$ cat config.mk
export PLATFORM = sky130hd
export DESIGN_NAME = aluTop
export DESIGN_NICKNAME = d
export VERILOG_FILES = /design/src/logic/aluPkg.sv /design/src/logic/operandStage.sv /design/src/logic/adderUnit.sv /design/src/logic/executeStage.sv /design/src/logic/registerFile.sv /design/src/logic/aluTop.sv
export SDC_FILE = /design/constraint.sdc
export NUM_CORES = 1
export LEC_CHECK = 0
export ABC_AREA = 1
export BUFFER_PORTS_ARGS = -buffer_cell sky130_fd_sc_hd__buf_2
export CAP_MARGIN = 20
export CORE_ASPECT_RATIO = 1.75
export CORE_MARGIN = 5
export CORE_UTILIZATION = 25
export DETAILED_ROUTE_END_ITERATION = 10
export SLEW_MARGIN = 20
export SYNTH_ARGS = -nofsm -noshare
export SYNTH_HDL_FRONTEND = slang
export SYNTH_HIERARCHICAL = 1
export SYNTH_SLANG_ARGS = --single-unit
$ cat constraint.sdc
create_clock -name Clk -period 3 [get_ports Clk]
set_input_delay 0.45 -clock Clk [delete_from_list [all_inputs] [get_ports Clk]]
set_output_delay 0.45 -clock Clk [all_outputs]
set_load 0.03 [all_outputs]
$ cat src/logic/aluPkg.sv
package aluPkg;

    ////////////////////////////////////////////////////////////
    // Basic widths and operand codes
    ////////////////////////////////////////////////////////////

    // One data byte, as held in A, X, Y, P and on every operand bus
    typedef logic [7:0] byteT;

    // Operation code, read differently by each functional unit
    typedef logic [1:0] opT;

    // Two bit operand select for the left and right operand buses
    typedef logic [1:0] opSelT;

    // Functional unit select, zero is the NOP so an all-zero command does nothing
    typedef enum logic [2:0] {
        fuNop   = 3'd0,
        fuXfr   = 3'd1,
        fuLogic = 3'd2,
        fuShift = 3'd3,
        fuAdd   = 3'd4,
        fuIdc   = 3'd5
    } fuSelT;

    // Carry into the shifter and the adder
    typedef enum logic [1:0] {
        ciFlag = 2'd0,
        ciMsb  = 2'd1,
        ciZero = 2'd2,
        ciOne  = 2'd3
    } carrySelT;

    // Destination register, and also the source of a transfer
    // Only a transfer may name M, a write to M is meaningless here
    typedef enum logic [2:0] {
        regNone = 3'd0,
        regA    = 3'd1,
        regX    = 3'd2,
        regY    = 3'd3,
        regP    = 3'd4,
        regM    = 3'd5
    } regSelT;

    // Which flags in P the result touches
    typedef enum logic [2:0] {
        updNone = 3'd0,
        updZ    = 3'd1,
        updNvz  = 3'd2,
        updNz   = 3'd3,
        updNzc  = 3'd4,
        updNvzc = 3'd5
    } flagUpdT;

    // Branch condition tested into the registered condition code
    typedef enum logic [3:0] {
        ccTrue = 4'd0,
        ccCc   = 4'd1,
        ccCs   = 4'd2,
        ccNe   = 4'd3,
        ccEq   = 4'd4,
        ccVc   = 4'd5,
        ccVs   = 4'd6,
        ccPl   = 4'd7,
        ccMi   = 4'd8
    } ccTestT;

    ////////////////////////////////////////////////////////////
    // Command and pipeline structs
    ////////////////////////////////////////////////////////////

    // One command word as issued by the sequencer
    typedef struct packed {
        fuSelT    fuSel;
        opT       op;
        opSelT    qSel;
        opSelT    rSel;
        carrySelT cSel;
        regSelT   wSel;
        regSelT   oSel;
        flagUpdT  flagUpd;
        ccTestT   ccTest;
        byteT     k;
        byteT     m;
    } aluCmdT;

    // Operands and control held between the operand and the execute stage
    typedef struct packed {
        logic    valid;
        fuSelT   fuSel;
        opT      op;
        byteT    lOperand;
        byteT    qOperand;
        byteT    rOperand;
        logic    carryIn;
        byteT    xfrOperand;
        regSelT  wSel;
        flagUpdT flagUpd;
        ccTestT  ccTest;
        // Bits 7 and 6 of M, which BIT copies into N and V
        logic [1:0] mTop;
    } execOpT;

    // Output of the execute stage
    typedef struct packed {
        byteT result;
        logic carryOut;
        logic overflow;
        logic logicZero;
    } execResT;

    // The architectural registers
    typedef struct packed {
        byteT a;
        byteT x;
        byteT y;
        byteT p;
    } archRegsT;

    ////////////////////////////////////////////////////////////
    // Status word layout {N, V, 1, B, D, I, Z, C}
    ////////////////////////////////////////////////////////////

    localparam int flagN   = 7;
    localparam int flagV   = 6;
    localparam int flagOne = 5;
    localparam int flagB   = 4;
    localparam int flagD   = 3;
    localparam int flagI   = 2;
    localparam int flagZ   = 1;
    localparam int flagC   = 0;

    // Only the unused bit is set out of reset
    localparam byteT pResetValue = 8'h20;

endpackage

$ cat src/logic/operandStage.sv
`timescale 1ns/10ps

module operandStage import aluPkg::*; (
    input  logic     Clk,
    input  logic     rstN,
    input  logic     rdy,
    input  logic     cmdEn,
    input  aluCmdT   cmd,
    input  archRegsT regsNext,
    output execOpT   execOp
);

    // Operand stage output before the pipeline register
    execOpT nextOp;

    ////////////////////////////////////////////////////////////
    // Operand selection
    ////////////////////////////////////////////////////////////

    // All register reads come from regsNext, so a command issued right
    // behind one that writes A, X, Y or P already sees the new value
    always_comb
    begin
        nextOp = '0;

        nextOp.valid   = cmdEn;
        nextOp.fuSel   = cmd.fuSel;
        nextOp.op      = cmd.op;
        nextOp.wSel    = cmd.wSel;
        nextOp.flagUpd = cmd.flagUpd;
        nextOp.ccTest  = cmd.ccTest;
        nextOp.mTop    = cmd.m[7:6];

        // Left operand of the logic unit, picks among M, A, K and P
        case (cmd.qSel)
            2'd0:    nextOp.lOperand = cmd.m;
            2'd1:    nextOp.lOperand = regsNext.a;
            2'd2:    nextOp.lOperand = cmd.k;
            default: nextOp.lOperand = regsNext.p;
        endcase

        // The same select drives the shifter and adder operand, but over M, A, X, Y
        case (cmd.qSel)
            2'd0:    nextOp.qOperand = cmd.m;
            2'd1:    nextOp.qOperand = regsNext.a;
            2'd2:    nextOp.qOperand = regsNext.x;
            default: nextOp.qOperand = regsNext.y;
        endcase

        // Right operand, shared by the logic unit and the adder
        // K gives INC/DEC by any step and the RMB/SMB/SEC/CLC masks
        case (cmd.rSel)
            2'd0:    nextOp.rOperand = cmd.m;
            2'd1:    nextOp.rOperand = regsNext.a;
            2'd2:    nextOp.rOperand = cmd.k;
            default: nextOp.rOperand = regsNext.p;
        endcase

        // Carry in, bit 7 of the shift operand would give an arithmetic shift
        case (cmd.cSel)
            ciFlag:  nextOp.carryIn = regsNext.p[flagC];
            ciMsb:   nextOp.carryIn = nextOp.qOperand[7];
            ciZero:  nextOp.carryIn = 1'b0;
            default: nextOp.carryIn = 1'b1;
        endcase

        // Transfer source, regNone puts zero on the bus for STZ
        case (cmd.oSel)
            regA:    nextOp.xfrOperand = regsNext.a;
            regX:    nextOp.xfrOperand = regsNext.x;
            regY:    nextOp.xfrOperand = regsNext.y;
            regP:    nextOp.xfrOperand = regsNext.p;
            regM:    nextOp.xfrOperand = cmd.m;
            default: nextOp.xfrOperand = '0;
        endcase
    end

    ////////////////////////////////////////////////////////////
    // Pipeline register
    ////////////////////////////////////////////////////////////

    // A stall holds the register, and with cmdEn low a bubble enters
    always_ff @(posedge Clk or negedge rstN)
    begin
        if (!rstN)
            execOp <= '0;
        else if (rdy)
            execOp <= nextOp;
    end

    // M is only a transfer source and can never be written back
    noMemDest: assert property (@(posedge Clk) disable iff (!rstN)
        (cmdEn && rdy) |-> (cmd.wSel != regM))
        else $error("operandStage accepted a command with destination M");

endmodule

$ cat src/logic/adderUnit.sv
`timescale 1ns/10ps

module adderUnit import aluPkg::*; (
    input  byteT q,
    input  byteT r,
    input  logic carryIn,
    input  logic subtract,
    output byteT sum,
    output logic carryOut,
    output logic overflow
);

    // Right addend after the optional complement
    byteT rEff;

    // Nine bit sum, the top bit is the carry out
    logic [8:0] fullSum;

    ////////////////////////////////////////////////////////////
    // Binary adder
    ////////////////////////////////////////////////////////////

    // Subtraction is q plus the ones complement of r plus carry in
    // SBC keeps the carry from C, CMP forces it to one
    assign rEff = subtract ? ~r : r;

    assign fullSum = {1'b0, q} + {1'b0, rEff} + {8'd0, carryIn};

    assign sum      = fullSum[7:0];
    assign carryOut = fullSum[8];

    // Two's complement overflow
    // The addends agree in sign but the sum does not
    assign overflow = (q[7] == rEff[7]) && (fullSum[7] != q[7]);

endmodule

$ cat src/logic/executeStage.sv
`timescale 1ns/10ps

module executeStage import aluPkg::*; (
    input  execOpT  execOp,
    output execResT execRes
);

    // Logic unit result
    byteT logicOut;

    // Shift unit result and the bit shifted out
    byteT shiftOut;
    logic shiftCarry;

    // Adder outputs
    byteT addSum;
    logic addCarry;
    logic addOverflow;

    ////////////////////////////////////////////////////////////
    // Logic unit
    ////////////////////////////////////////////////////////////

    // AND-NOT clears the left operand bits out of the right one
    // This covers TRB, RMB and the flag clear instructions
    always_comb
    begin
        case (execOp.op)
            2'd0:    logicOut = execOp.rOperand & ~execOp.lOperand;
            2'd1:    logicOut = execOp.lOperand & execOp.rOperand;
            2'd2:    logicOut = execOp.lOperand | execOp.rOperand;
            default: logicOut = execOp.lOperand ^ execOp.rOperand;
        endcase
    end

    ////////////////////////////////////////////////////////////
    // Shift unit
    ////////////////////////////////////////////////////////////

    // ASL and ROL differ only in the carry in, as do LSR and ROR
    always_comb
    begin
        if (execOp.op[0])
        begin
            shiftOut   = {execOp.carryIn, execOp.qOperand[7:1]};
            shiftCarry = execOp.qOperand[0];
        end
        else
        begin
            shiftOut   = {execOp.qOperand[6:0], execOp.carryIn};
            shiftCarry = execOp.qOperand[7];
        end
    end

    ////////////////////////////////////////////////////////////
    // Adder for ADC, SBC, INC, DEC and CMP
    ////////////////////////////////////////////////////////////

    adderUnit u_adderUnit (
        .q        (execOp.qOperand),
        .r        (execOp.rOperand),
        .carryIn  (execOp.carryIn),
        .subtract (execOp.op[0]),
        .sum      (addSum),
        .carryOut (addCarry),
        .overflow (addOverflow)
    );

    ////////////////////////////////////////////////////////////
    // Result multiplexer
    ////////////////////////////////////////////////////////////

    // Only the shifter and the adder drive a carry out, so an NZC update
    // after a transfer or logic op clears C
    always_comb
    begin
        execRes = '0;

        // BIT, TRB, TSB and BBR/BBS all test A AND M or K AND M
        execRes.logicZero = ~|(execOp.lOperand & execOp.rOperand);

        case (execOp.fuSel)
            fuXfr:   execRes.result = execOp.xfrOperand;
            fuLogic: execRes.result = logicOut;
            fuShift:
            begin
                execRes.result   = shiftOut;
                execRes.carryOut = shiftCarry;
            end
            fuAdd, fuIdc:
            begin
                execRes.result   = addSum;
                execRes.carryOut = addCarry;
                execRes.overflow = addOverflow;
            end
            default: execRes.result = '0;
        endcase
    end

endmodule

$ cat src/logic/registerFile.sv
`timescale 1ns/10ps

module registerFile import aluPkg::*; (
    input  logic     Clk,
    input  logic     rstN,
    input  logic     rdy,
    input  execOpT   execOp,
    input  execResT  execRes,
    output archRegsT regs,
    output archRegsT regsNext,
    output byteT     dataOut,
    output logic     resultValid,
    output logic     ccOut
);

    // Register values with the stage-1 item applied
    archRegsT updRegs;

    // Zero test for the branch, and the condition it gives
    logic zTest;
    logic ccNext;

    ////////////////////////////////////////////////////////////
    // Writeback and flag update
    ////////////////////////////////////////////////////////////

    always_comb
    begin
        updRegs = regs;

        case (execOp.wSel)
            regA: updRegs.a = execRes.result;
            regX: updRegs.x = execRes.result;
            regY: updRegs.y = execRes.result;
            regP:
            begin
                // PLP, REP/SEP and the set/clear ops load all of P
                updRegs.p          = execRes.result;
                updRegs.p[flagOne] = 1'b1;
            end
            default: ;
        endcase

        // A full P load already carries its own flags
        if (execOp.wSel != regP)
        begin
            case (execOp.flagUpd)
                updZ: updRegs.p[flagZ] = execRes.logicZero;
                updNvz:
                begin
                    // BIT takes N and V straight from memory
                    updRegs.p[flagN] = execOp.mTop[1];
                    updRegs.p[flagV] = execOp.mTop[0];
                    updRegs.p[flagZ] = execRes.logicZero;
                end
                updNz, updNzc, updNvzc:
                begin
                    updRegs.p[flagN] = execRes.result[7];
                    updRegs.p[flagZ] = ~|execRes.result;
                    if (execOp.flagUpd != updNz)
                        updRegs.p[flagC] = execRes.carryOut;
                    if (execOp.flagUpd == updNvzc)
                        updRegs.p[flagV] = execRes.overflow;
                end
                default: ;
            endcase
        end
    end

    // Bypass to the operand stage, a bubble leaves the registers alone
    assign regsNext = execOp.valid ? updRegs : regs;

    ////////////////////////////////////////////////////////////
    // Condition code
    ////////////////////////////////////////////////////////////

    // BBR and BBS branch on the mask test rather than the Z flag
    assign zTest = (execOp.fuSel == fuLogic) ? execRes.logicZero : updRegs.p[flagZ];

    always_comb
    begin
        case (execOp.ccTest)
            ccCc:    ccNext = ~updRegs.p[flagC];
            ccCs:    ccNext = updRegs.p[flagC];
            ccNe:    ccNext = ~zTest;
            ccEq:    ccNext = zTest;
            ccVc:    ccNext = ~updRegs.p[flagV];
            ccVs:    ccNext = updRegs.p[flagV];
            ccPl:    ccNext = ~updRegs.p[flagN];
            ccMi:    ccNext = updRegs.p[flagN];
            default: ccNext = 1'b1;
        endcase
    end

    ////////////////////////////////////////////////////////////
    // Registers
    ////////////////////////////////////////////////////////////

    // Nothing moves on a stall edge and resultValid drops
    always_ff @(posedge Clk or negedge rstN)
    begin
        if (!rstN)
        begin
            regs        <= '{a: '0, x: '0, y: '0, p: pResetValue};
            resultValid <= 1'b0;
            ccOut       <= 1'b1;
        end
        else if (rdy)
        begin
            regs        <= regsNext;
            resultValid <= execOp.valid;
            if (execOp.valid)
                ccOut <= ccNext;
        end
        else
            resultValid <= 1'b0;
    end

    // Store data or result byte, qualified by resultValid
    always_ff @(posedge Clk)
    begin
        if (rdy && execOp.valid)
            dataOut <= execRes.result;
    end

    // Neither reset, a P load nor any flag update may clear the unused bit
    pBitOneSet: assert property (@(posedge Clk) disable iff (!rstN) regs.p[flagOne])
        else $error("registerFile lost P bit 5");

endmodule

$ cat src/logic/aluTop.sv
`timescale 1ns/10ps

module aluTop import aluPkg::*; (
    input  logic     Clk,
    input  logic     rstN,
    input  logic     cmdEn,
    input  aluCmdT   cmd,
    input  logic     rdy,
    output byteT     dataOut,
    output logic     resultValid,
    output logic     ccOut,
    output archRegsT regs
);

    ////////////////////////////////////////////////////////////
    // Pipeline wiring
    ////////////////////////////////////////////////////////////

    // Registered stage-1 item
    execOpT   execOp;
    execResT  execRes;

    // Registers as they stand after the coming writeback
    archRegsT regsNext;

    operandStage u_operandStage (
        .Clk      (Clk),
        .rstN     (rstN),
        .rdy      (rdy),
        .cmdEn    (cmdEn),
        .cmd      (cmd),
        .regsNext (regsNext),
        .execOp   (execOp)
    );

    executeStage u_executeStage (
        .execOp  (execOp),
        .execRes (execRes)
    );

    registerFile u_registerFile (
        .Clk         (Clk),
        .rstN        (rstN),
        .rdy         (rdy),
        .execOp      (execOp),
        .execRes     (execRes),
        .regs        (regs),
        .regsNext    (regsNext),
        .dataOut     (dataOut),
        .resultValid (resultValid),
        .ccOut       (ccOut)
    );

endmodule

==> impl_metrics.tcl, run 1 <==
set metrics [dict create \
    crit_chain "xnor2_1 -> fa_2 -> fa_2 -> o21ai_2 -> nand2_1 -> nand3_1 -> nand2_1 -> nand2_1 -> nand2_1 -> nor2_1 -> nand2_1 -> nor2_2 -> nand3_1 -> nor2_1 -> nand2_1 -> nand3_1 -> nand2_1 -> nand2_1 -> nand2_1 -> o21ai_2 -> buf_4 -> inv_2 -> o21ai_2 -> o22a_1" \
    finalCriticalPeriod_ns 3.14 \
    die_height_um 228 \
    drt_iter0_drc 419 \
    htree_num_levels 3 \
    drc 0 \
    cts-root-to-sink-buffers 2 \
    power_leakage_uw 0.00462 \
    globalRoute.totalOverflow 0 \
    antenna_cells_inserted 0 \
    min_period_over_period 1.05 \
    crit_path_end_kind "register" \
    ys_seq_area_frac 0.349 \
    gpl.final_weighted_congestion 0.995 \
    routed-via-count 7080 \
    timing.final.setup_violations 9 \
    criticalPathCategory "register to register" \
    initial_core_util 0.254 \
    critical_path.most_common_cell "sky130_fd_sc_hd__nand2_1" \
    timing.slew.headroom 0.497 \
    share_of_final_layout_standard_cells_stronger_than_drive_strength_1 0.270 \
    drt_antenna_net_count 0 \
    grt_start_max_net_pins 56 \
    vdd_ir_drop_max_uv 351 \
    finalWorstSetupSlack_ns -0.141 \
    antenna_found_initial 0 \
    synthToLayoutAreaGrowth_pct 28.5 \
    synth-async-reset-ratio 0.914 \
    final_util 0.327 \
    netlist_area_um2 6790 \
    placement.io_buffers 85 \
    ys_dominant_reg_cell "sky130_fd_sc_hd__dfrtp_1" \
    max_clock_freq_mhz 318 \
    critical-path-max-stage-delay_ns 0.40 \
    synth-seq-cells 93 \
    syn_nets 1068 \
    clock_tree.root_cell "sky130_fd_sc_hd__clkbuf_16" \
    result_of_the_run "finished, violations left" \
    start_kind "register" \
    cpMaxStageDelayCell "sky130_fd_sc_hd__dfrtp_1" \
    failed_checks "negative setup slack" \
    final_worst_clock_skew_ns 0.0102 \
    hold_viol 0 \
    detail_route.first_pass.iterations 5 \
    avgViaCountPerCell 4.78 \
    drv_slew 0 \
    die_width_um 135 \
    crit_path_max_fanout 3 \
    pin_count 86 \
    core_area_um2 26700 \
    powerDensity_nw_per_um2 620 \
    clock_sinks 93 \
    ys_warn_count 6 \
    grt_first_pass_wirelength_um 40100 \
    clk-insertion-delay-late_ns 0.37 \
    first_global_vias 7012 \
    synthTopCellsByArea "sky130_fd_sc_hd__dfrtp_1 (31%), sky130_fd_sc_hd__nand2_1 (21%), sky130_fd_sc_hd__ha_1 (5.7%)" \
    post_drt_wl_per_cell_um 17.9 \
    final.fill_count 2924 \
    synthDistinctLibCells 38 \
    unrepaired_setup_endpoints_after_global_routing "yes" \
    synth_enable_flop_cells 8 \
    std_cell_rows 79 \
    postRouteWirelength_um 26500 \
    hold_path_class "primary input to async pin" \
    worst_hold_slack_ns 0.0655 \
    grt_use_total 0.171 \
    post-synth-top-area-fraction 0.306 \
    most_frequently_used_cell_type_in_the_post_synthesis_netlist "sky130_fd_sc_hd__nand2_1" \
    die-area_um2 30700 \
    tritoncts_buffer_count 9 \
    timing.critical_path.arrival_ns 3.44 \
    postSynthCellCount 991 \
    postSynthAreaPerCell_um2 6.85 \
    cap_viol_max_count 0 \
    post-dp-hpwl_um 21500 \
    synth_common_cells "sky130_fd_sc_hd__nand2_1 (382), sky130_fd_sc_hd__inv_1 (84), sky130_fd_sc_hd__dfrtp_1 (83)" \
    worst_slew_pin_slew_ns 0.753 \
    clkSlewWorstSetupHoldPaths_ns 0.07 \
    num-nets-final 1228 \
    cp.required_ns 3.30 \
    synth_largest_area_cell "sky130_fd_sc_hd__dfrtp_1" \
    tritoncts "done" \
]
==> kinds of logic (layout without fill, tap and decap cells) <==
kind of cell / Yosys count / count (layout) / share of synthesized area
buffers and inverters: 140 / 305 / 0.0898
AO/OA/AOI/OAI: 109 / 109 / 0.0918
flip-flops: 93 / 93 / 0.349
XOR/XNOR: 12 / 12 / 0.0155
AND/OR/NAND/NOR: 604 / 604 / 0.391
adder cells (fa/ha/maj): 33 / 33 / 0.0631
==> repair_timing <==
item	in CTS	in global routing
buffers inserted	2	10
endpoints found under the setup margin	22	35
hold endpoints to repair	0	0
gates resized for setup	26	63
pin swaps	8	27
hold buffers	0	0
==> worst paths after layout <==
| kind | from | end | slack, ns | depth (start not counted) |
|---|---|---|---|---|
| max | u_operandStage/execOp[45] | u_operandStage/execOp[22] | -0.14 | 24 |
| min | rstN | u_operandStage/execOp[41] | 0.07 | 1 |
| max reg2reg | u_operandStage/execOp[45] | u_operandStage/execOp[22] | -0.14 | 24 |
| min reg2reg | u_operandStage/execOp[15] | u_operandStage/execOp[15] | 0.49 | 2 |
| max in group asynchronous | rstN | u_registerFile/ccOut | 2.22 | 2 |
| min in group Clk | cmd[18] | u_operandStage/execOp[4] | 0.28 | 3 |
==> area by class of cell <==
class / count / area, µm² / share of cell area
Clock buffer: 10 / 229 / 0.0263
Clock inverter: 6 / 71.3 / 0.00818
Inverter: 103 / 392 / 0.0449
Multi-Input combinational cell: 758 / 4020 / 0.461
Sequential cell: 93 / 2370 / 0.272
Tap cell: 324 / 405 / 0.0465
Timing Repair Buffer: 186 / 1230 / 0.141
==> registers in the layout (all words and copies together), names as in the netlist <==
register and cells:
u_registerFile/ccOut 1, u_operandStage/execOp 51, u_registerFile/dataOut 8, u_registerFile/resultValid 1, u_registerFile/regs 32
==> power by group <==
group | switching [µW] | internal [µW] | total, µW | leakage, µW
Combinational | 1550 | 975 | 2520 | 0.00332
Clock | 540 | 656 | 1200 | 0.000142
Sequential | 204 | 1480 | 1690 | 0.00116
==> worst max-delay path: cells and delay by family, from the launching register on <==
kind / cells / cell delay [ns]
adder cells (fa/ha/maj): 2 / 0.74
XOR/XNOR: 1 / 0.15
buffers and inverters: 2 / 0.17
flip-flops: 1 / 0.40
AO/OA/AOI/OAI: 4 / 0.48
AND/OR/NAND/NOR: 15 / 1.12
==> routing by layer <==
layer	wire length (µm)	GRT usage	vias to the layer above
met2	14200	0.324	192
li1	-	-	3503
met4	1890	0.109	0
met5	0	0	-
met3	782	0.0194	73
met1	9540	0.172	3312
==> stage by stage <==
step           total power [µW]  worst slack (ns)  instances  TNS (ns)  instance area, µm²
3_5_place_dp               4020            -0.246       1457     -1.57                8120
3_3_place_gp               4010            -0.242       1457     -1.26                8120
6_report                   5410            -0.141       1480    -0.559                8720
2_1_floorplan              2940           -0.0283        991   -0.0322                6800
4_1_cts                    5270           -0.0724       1475    -0.231                8480
5_1_grt                    5700            -0.494       1480     -3.62                8720
==> placed cells by master (no fill, tap or decap), types with 3 or more instances in the layout <==
| master | instances |
|---|---|
| sky130_fd_sc_hd__inv_4 | 3 |
| sky130_fd_sc_hd__nand2_1 | 374 |
| sky130_fd_sc_hd__xnor2_1 | 3 |
| sky130_fd_sc_hd__o21ai_2 | 15 |
| sky130_fd_sc_hd__o21ai_1 | 34 |
| sky130_fd_sc_hd__buf_4 | 93 |
| sky130_fd_sc_hd__clkbuf_16 | 9 |
| sky130_fd_sc_hd__buf_6 | 7 |
| sky130_fd_sc_hd__o22a_1 | 16 |
| sky130_fd_sc_hd__nor2_1 | 72 |
| sky130_fd_sc_hd__xor2_1 | 8 |
| sky130_fd_sc_hd__nand3b_1 | 6 |
| sky130_fd_sc_hd__dfrtp_1 | 83 |
| sky130_fd_sc_hd__edfxtp_1 | 8 |
| sky130_fd_sc_hd__a21oi_2 | 4 |
| sky130_fd_sc_hd__nor2_4 | 4 |
| sky130_fd_sc_hd__clkinv_1 | 3 |
| sky130_fd_sc_hd__inv_1 | 75 |
| sky130_fd_sc_hd__o211ai_1 | 4 |
| sky130_fd_sc_hd__o21ai_4 | 5 |
| sky130_fd_sc_hd__nand4_1 | 25 |
| sky130_fd_sc_hd__nand2_4 | 3 |
| sky130_fd_sc_hd__inv_2 | 23 |
| sky130_fd_sc_hd__o21ai_0 | 26 |
| sky130_fd_sc_hd__nand3_2 | 22 |
| sky130_fd_sc_hd__ha_1 | 31 |
| sky130_fd_sc_hd__buf_2 | 84 |
| sky130_fd_sc_hd__nand2_2 | 14 |
| sky130_fd_sc_hd__nand3_1 | 65 |
| sky130_fd_sc_hd__a21oi_1 | 5 |
| sky130_fd_sc_hd__nor2_2 | 9 |
Power figures use the tool's default switching activity.
==> inputs of run 2 (changes only) <==
ABC_AREA = not set   (was 1)
CAP_MARGIN = 30   (was 20)
PLACE_DENSITY = 0.46   (was not set)
==> run 2 against run 1 <==
  * Hold slack better by 0.054 ns
  * Setup slack lost 0.69 ns
  * Highest routed layer unchanged
  * Largest cell class unchanged
  * The run still ends with negative setup slack left
  * Critical endpoint unchanged
  * Largest power group unchanged
  * Flip-flop and latch count did not move
  * Via count is 25% lower
  * Final cell count decreased by 27%
==> impl_metrics.tcl, run 2 <==
set metrics [dict create \
    most_frequently_used_cell_type_in_the_post_synthesis_netlist "sky130_fd_sc_hd__mux2_2" \
    finalWorstSetupSlack_ns -0.827 \
    reg2regPathDepth 16 \
    placement.io_buffers 85 \
    antenna_found_initial 0 \
    post_drt_wl_per_cell_um 21.1 \
    result_of_the_run "finished, violations left" \
    tritoncts_buffer_count 9 \
    worst_hold_slack_ns 0.120 \
    failed_checks "negative setup slack" \
    timing.final.setup_violations 54 \
    routed-via-count 5314 \
    timing.critical_path.arrival_ns 4.07 \
    clock_tree.root_cell "sky130_fd_sc_hd__clkbuf_16" \
    synthDistinctLibCells 63 \
    drt_antenna_net_count 0 \
    drc 0 \
    cts-root-to-sink-buffers 2 \
    netlist_area_um2 6570 \
    cts_hold_buf 0 \
    r2r-end "u_operandStage/execOp[22]" \
    final_common_cell "sky130_fd_sc_hd__buf_4" \
    synthToLayoutAreaGrowth_pct 31.5 \
    start_kind "register" \
    postSynthCellCount 587 \
    regToRegStartpoint "u_operandStage/execOp[45]" \
    core_area_um2 26000 \
    gpl.final_weighted_congestion 0.893 \
    clk-insertion-delay-late_ns 0.36 \
    ys_seq_area_frac 0.360 \
    worst_slew_pin_slew_ns 0.949 \
    postSynthAreaPerCell_um2 11.2 \
    layout_top_registers "u_operandStage/execOp (51), u_registerFile/regs (32), u_registerFile/dataOut (8)" \
    postRouteWirelength_um 22700 \
    synth_common_cells "sky130_fd_sc_hd__mux2_2 (104), sky130_fd_sc_hd__dfrtp_1 (83), sky130_fd_sc_hd__mux2i_1 (39)" \
    final.fill_count 2710 \
    die-area_um2 29800 \
    setup.reg_to_reg.worst_slack_ns -0.83 \
    htree_num_levels 3 \
    power_leakage_uw 0.00394 \
    grt_use_total 0.152 \
    globalRoute.totalOverflow 0 \
    first_global_vias 5530 \
    tritoncts "done" \
    dp_worst_setup_slack_ns -0.870 \
    clock_sinks 93 \
    drt_iter0_drc 181 \
    grt_first_pass_wirelength_um 34000 \
    hold_viol 0 \
    cap_viol_max_count 0 \
    synth_enable_flop_cells 8 \
    post-synth-top-area-fraction 0.316 \
    die_height_um 225 \
    hold_path_class "primary input to async pin" \
    pin_count 86 \
    timing.critical_path.from "u_operandStage/execOp[45]" \
    clkSlewWorstSetupHoldPaths_ns 0.07 \
    syn_nets 664 \
    std_cell_rows 78 \
    criticalPathCategory "register to register" \
    ys_dominant_reg_cell "sky130_fd_sc_hd__dfrtp_1" \
    timing.slew.headroom 0.367 \
    avgViaCountPerCell 4.94 \
    final_worst_clock_skew_ns 0.00645 \
    num-nets-final 827 \
    crit_path_max_fanout 11 \
    grt_start_max_net_pins 50 \
    unrepaired_setup_endpoints_after_global_routing "yes" \
    largest_reg_flops 51 \
    synth-async-reset-ratio 0.914 \
    drv_slew 0 \
    synth-seq-cells 93 \
    detail_route.first_pass.iterations 4 \
    finalCriticalPeriod_ns 3.83 \
    crit_end "u_operandStage/execOp[22]" \
    die_width_um 133 \
    initial_core_util 0.253 \
    synth_largest_area_cell "sky130_fd_sc_hd__dfrtp_1" \
    cp.required_ns 3.24 \
    min_period_over_period 1.28 \
    synthTopCellsByArea "sky130_fd_sc_hd__dfrtp_1 (32%), sky130_fd_sc_hd__mux2_2 (18%), sky130_fd_sc_hd__mux2i_1 (5.9%)" \
    most_frequent_cells_in_the_layout "sky130_fd_sc_hd__buf_4 (89), sky130_fd_sc_hd__buf_2 (83), sky130_fd_sc_hd__dfrtp_1 (83)" \
    post-dp-hpwl_um 17900 \
    power.total_uw 7450 \
    share_of_final_layout_standard_cells_stronger_than_drive_strength_1 0.498 \
    largest_register_by_flop_count "u_operandStage/execOp" \
    vdd_ir_drop_max_uv 478 \
    max_clock_freq_mhz 261 \
    ys_warn_count 6 \
    crit_path_end_kind "register" \
    powerDensity_nw_per_um2 862 \
]
## run 2: cell types whose count changed in the layout (fill, tap and decap cells not counted), moves of 23 or more
cell	delta
sky130_fd_sc_hd__a21oi_1	+23
sky130_fd_sc_hd__o21ai_1	-28
sky130_fd_sc_hd__nor2_1	-47
sky130_fd_sc_hd__mux2_2	+77
sky130_fd_sc_hd__inv_2	-23
sky130_fd_sc_hd__inv_1	-45
sky130_fd_sc_hd__nand3_1	-65
sky130_fd_sc_hd__mux2i_1	+35
sky130_fd_sc_hd__mux2_4	+30
sky130_fd_sc_hd__nand2_1	-359
## run 2: kinds of logic (layout without fill, tap and decap cells)
kind of cell    count (synthesis)  in the layout  share of synthesized area
flops                          93             93                      0.360
simple gates                  114            114                      0.103
mux                           156            156                      0.278
xor+xnor                       13             13                     0.0173
other cells                     0              1                          0
buf+inv                        64            232                     0.0504
compound gates                114            114                      0.126
fa+ha+maj                      33             33                     0.0651
## run 2: cell type report
class / count / area (µm²) / share of cell area
diodes: 1 / 2.50 / 0.000289
clock buffers: 13 / 260 / 0.0301
clock inverters: 3 / 45.0 / 0.00521
inverters: 30 / 113 / 0.0130
multi-input cells: 430 / 4190 / 0.484
flip-flops and latches: 93 / 2370 / 0.274
well taps: 320 / 400 / 0.0463
repair buffers: 186 / 1270 / 0.147
## run 2: worst min-delay path by stage
stage          slack (ns)                     start                       end
5_1_grt              0.18                      rstN  u_operandStage/execOp[4]
4_1_cts              0.14                      rstN  u_operandStage/execOp[4]
6_report             0.12                      rstN  u_operandStage/execOp[4]
3_3_place_gp         0.51      u_registerFile/ccOut      u_registerFile/ccOut
3_5_place_dp         0.52  u_operandStage/execOp[1]  u_operandStage/execOp[1]
2_1_floorplan        0.15                      rstN  u_operandStage/execOp[0]
## run 2: per-layer routing
layer,GRT usage,part of all wire
met2,0.296,0.57
met4,0.0728,0.039
met5,0,0
met3,0.0181,0.022
met1,0.158,0.37
## run 2: per-stage QoR
stage                     instances  setup TNS, ns  utilization  area (µm²)
after global placement         1041         -16.39        0.305        7920
final                          1076         -21.47        0.333        8640
after CTS                      1067         -18.52        0.326        8450
after detailed placement       1041         -18.10        0.305        7920
after floorplan                 587          -5.65            -        6650
after global routing           1075         -28.42        0.333        8640
## run 2: what timing repair did
item                       CTS  global route
gates resized for setup     39            31
setup buffers               10             8
pin swaps                   13            11
setup endpoints to repair   48            53
## run 2: power breakdown
part           leakage [µW]  switching, µW  internal, µW
logic               0.00266           2120          2120
registers           0.00114            349          1640
clock network      0.000142            526           693
total               0.00394           3000          4450
## run 2: worst max-delay path, cell delays in order (launching register included)
cell and delay [ns]:
sky130_fd_sc_hd__dfrtp_1 0.40, sky130_fd_sc_hd__buf_12 0.16, sky130_fd_sc_hd__xor2_2 0.18, sky130_fd_sc_hd__ha_1 0.26, sky130_fd_sc_hd__nor2b_1 0.14, sky130_fd_sc_hd__o31a_1 0.33
sky130_fd_sc_hd__or4b_1 0.50, sky130_fd_sc_hd__nand3_2 0.09, sky130_fd_sc_hd__a22oi_2 0.07, sky130_fd_sc_hd__o221ai_2 0.21, sky130_fd_sc_hd__nor4_2 0.08, sky130_fd_sc_hd__o211ai_1 0.11
sky130_fd_sc_hd__o2111ai_1 0.15, sky130_fd_sc_hd__o21ai_1 0.16, sky130_fd_sc_hd__mux2i_2 0.13, sky130_fd_sc_hd__mux4_2 0.47, sky130_fd_sc_hd__mux2_2 0.28
==> inputs of run 3 (changes only) <==
ABC_AREA = 1   (was not set)
CORE_UTILIZATION = 30   (was 25)
PLACE_DENSITY = 0.53   (was 0.46)
==> run 3 against run 2 <==
  * The flow still finishes with violations (negative setup slack)
  * Clock skew shrank 0.0015 ns
  * Sequential share of layout area shrank 0.16 points
  * Sequential power shrank 16%
  * Total power shrank 28%
  * Die area shrank 13%
  * Clock-buffer cell count shrank 4
  * Combinational power shrank 40%
  * Design area grew 0.59%
  * Largest power group unchanged
  * Final cell count grew 35%
  * Setup slack gained 0.67 ns
  * Via count grew 31%
==> impl_metrics.tcl, run 3 (synthesis gave the netlist of run 1 again) <==
set metrics [dict create \
    final_common_cell "sky130_fd_sc_hd__nand2_1" \
    drt_antenna_net_count 0 \
    power.combinational.fraction 0.473 \
    groute.layer.met3.usage 0.0235 \
    failed_checks "negative setup slack" \
    critical_path.most_common_cell "sky130_fd_sc_hd__nand2_1" \
    largest_register_by_flop_count "u_operandStage/execOp" \
    clock_sinks 93 \
    synthToLayoutAreaGrowth_pct 28.2 \
    cellInternalPower_uw 3120 \
    clk-insertion-delay-late_ns 0.35 \
    power_leakage_uw 0.00461 \
    hold_viol 0 \
    timing.critical_path.arrival_ns 3.44 \
    final_worst_clock_skew_ns 0.00497 \
    share_of_final_layout_standard_cells_stronger_than_drive_strength_1 0.267 \
    p_sw_frac 0.417 \
    dp_worst_setup_slack_ns -0.169 \
    most_frequent_cells_in_the_layout "sky130_fd_sc_hd__nand2_1 (377), sky130_fd_sc_hd__buf_4 (91), sky130_fd_sc_hd__buf_2 (85)" \
    htree_num_levels 3 \
    detail_route.first_pass.iterations 5 \
    grt.busiest_layer "met2" \
    criticalPathCategory "register to register" \
    min_period_over_period 1.05 \
    drt_iter0_drc 396 \
    post_drt_wl_per_cell_um 17.9 \
    die_width_um 124 \
    placement.io_buffers 85 \
    cts_hold_buf 0 \
    final-instance-count-excl-fill 1454 \
    seqCellArea_um2 2370 \
    groute.layer.met1.usage 0.220 \
    die-area_um2 25800 \
    std_cell_rows 72 \
    grt_use_total 0.206 \
    max_clock_freq_mhz 317 \
    final.fill_count 2436 \
    first_global_vias 7070 \
    unrepaired_setup_endpoints_after_global_routing "yes" \
    antenna_found_initial 0 \
    final_util 0.391 \
    finalWorstSetupSlack_ns -0.152 \
    cts-root-to-sink-buffers 2 \
    die_height_um 209 \
    num-nets-final 1230 \
    start_kind "register" \
    grt_first_pass_wirelength_um 40200 \
    worst_slew_pin_slew_ns 0.610 \
    core_area_um2 22300 \
    tritoncts "done" \
    pin_count 86 \
    globalRoute.totalOverflow 0 \
    multi_input_comb_area_um2 4000 \
    layout_top_registers "u_operandStage/execOp (51), u_registerFile/regs (32), u_registerFile/dataOut (8)" \
    postRouteWirelength_um 26100 \
    clkSlewWorstSetupHoldPaths_ns 0.07 \
    timing.final.setup_violations 10 \
    grtUsageMet2 0.380 \
    routed-via-count 6983 \
    gpl.final_weighted_congestion 0.949 \
    drv_slew 0 \
    seq_power_share 0.314 \
    post-dp-hpwl_um 20800 \
    p_clk_frac 0.213 \
    crit_path_end_kind "register" \
    timing.slew.headroom 0.592 \
    cpMaxStageDelayCell "sky130_fd_sc_hd__dfrtp_1" \
    hold_path_class "primary input to async pin" \
    crit_path_max_fanout 3 \
    drc 0 \
    result_of_the_run "finished, violations left" \
    cap_viol_max_count 0 \
    tritoncts_buffer_count 9 \
    grt_start_max_net_pins 100 \
    powerDensity_nw_per_um2 616 \
    initial_core_util 0.305 \
    cp.required_ns 3.29 \
    clock_tree.root_cell "sky130_fd_sc_hd__clkbuf_16" \
    vdd_ir_drop_max_uv 386 \
    switchingPower_uw 2230 \
    avgViaCountPerCell 4.80 \
    dpl.cell_count 1422 \
    critical-path-max-stage-delay_ns 0.41 \
    finalCriticalPeriod_ns 3.15 \
    antenna_cells_inserted 0 \
    largest_reg_flops 51 \
]
run 3: changes by cell type in the layout (fill, tap and decap cells not counted), sizes merged, moves of 21 or more:
cell and delta:
nor2 +60, a21oi -27, inv +71, nand4 +21, mux2 -107, nand3 +88
o21ai +64, nand2 +376, mux2i -39
run 3: metal layers:
layer,wire length (µm),up-vias
li1,-,3502
met1,9550,3242
met2,14100,171
met3,795,68
met4,1640,0
met5,0,-
run 3: critical path, delay by kind of cell, from the launching register on:
family          cells  cell delay [ns]
compound gates      2             0.26
xor+xnor            1             0.16
fa+ha+maj           2             0.75
buf+inv             1             0.04
flops               1             0.41
simple gates       20             1.48
run 3: stage by stage:
| step | hold WS, ns | TNS (ns) | area, µm² | total power, µW |
|---|---|---|---|---|
| final | 0.0829 | -0.751 | 8700 | 5350 |
| after global routing | 0.115 | -6.37 | 8700 | 5700 |
| after CTS | 0.109 | -0.718 | 8480 | 5260 |
| after detailed placement | 0.468 | -2.04 | 8060 | 4010 |
| after global placement | 0.465 | -1.45 | 8060 | 4000 |
| after floorplan | 0.154 | -0.0322 | 6800 | 2940 |
run 3: worst paths after layout:
kind                                            from                   endpoint  slack (ns)  cells after the start
max                        u_operandStage/execOp[45]  u_operandStage/execOp[13]       -0.15                     26
min                                             rstN    u_registerFile/regs[27]        0.08                      1
max reg2reg                u_operandStage/execOp[45]  u_operandStage/execOp[13]       -0.15                     26
min reg2reg                u_operandStage/execOp[14]  u_operandStage/execOp[14]        0.49                      2
max in group asynchronous                       rstN       u_registerFile/ccOut        2.18                      2
min in group Clk                             cmd[18]   u_operandStage/execOp[4]        0.30                      3
run 3: repair_timing:
| action | 4_1_cts | 5_1_grt |
|---|---|---|
| resized for setup | 23 | 53 |
| setup buffers | 9 | 6 |
| pin swaps | 3 | 19 |
| setup endpoints to repair | 27 | 37 |
| cloned | 0 | 1 |
run 3: power by group through the flow:
stage / logic, µW / registers (µW) / clock network (µW)
after detailed placement: 2310 / 1700 / 0
after CTS: 2410 / 1680 / 1170
final: 2530 / 1680 / 1140
after global routing: 2770 / 1710 / 1220
after global placement: 2300 / 1700 / 0
after floorplan: 1040 / 1900 / 0
run 3: layout make-up:
cell class / count / share of cell area
Inverter: 103 / 0.0455
Timing Repair Buffer: 188 / 0.146
Sequential cell: 93 / 0.273
Multi-Input combinational cell: 758 / 0.460
Clock buffer: 9 / 0.0259
Tap cell: 296 / 0.0426
Clock inverter: 7 / 0.00763
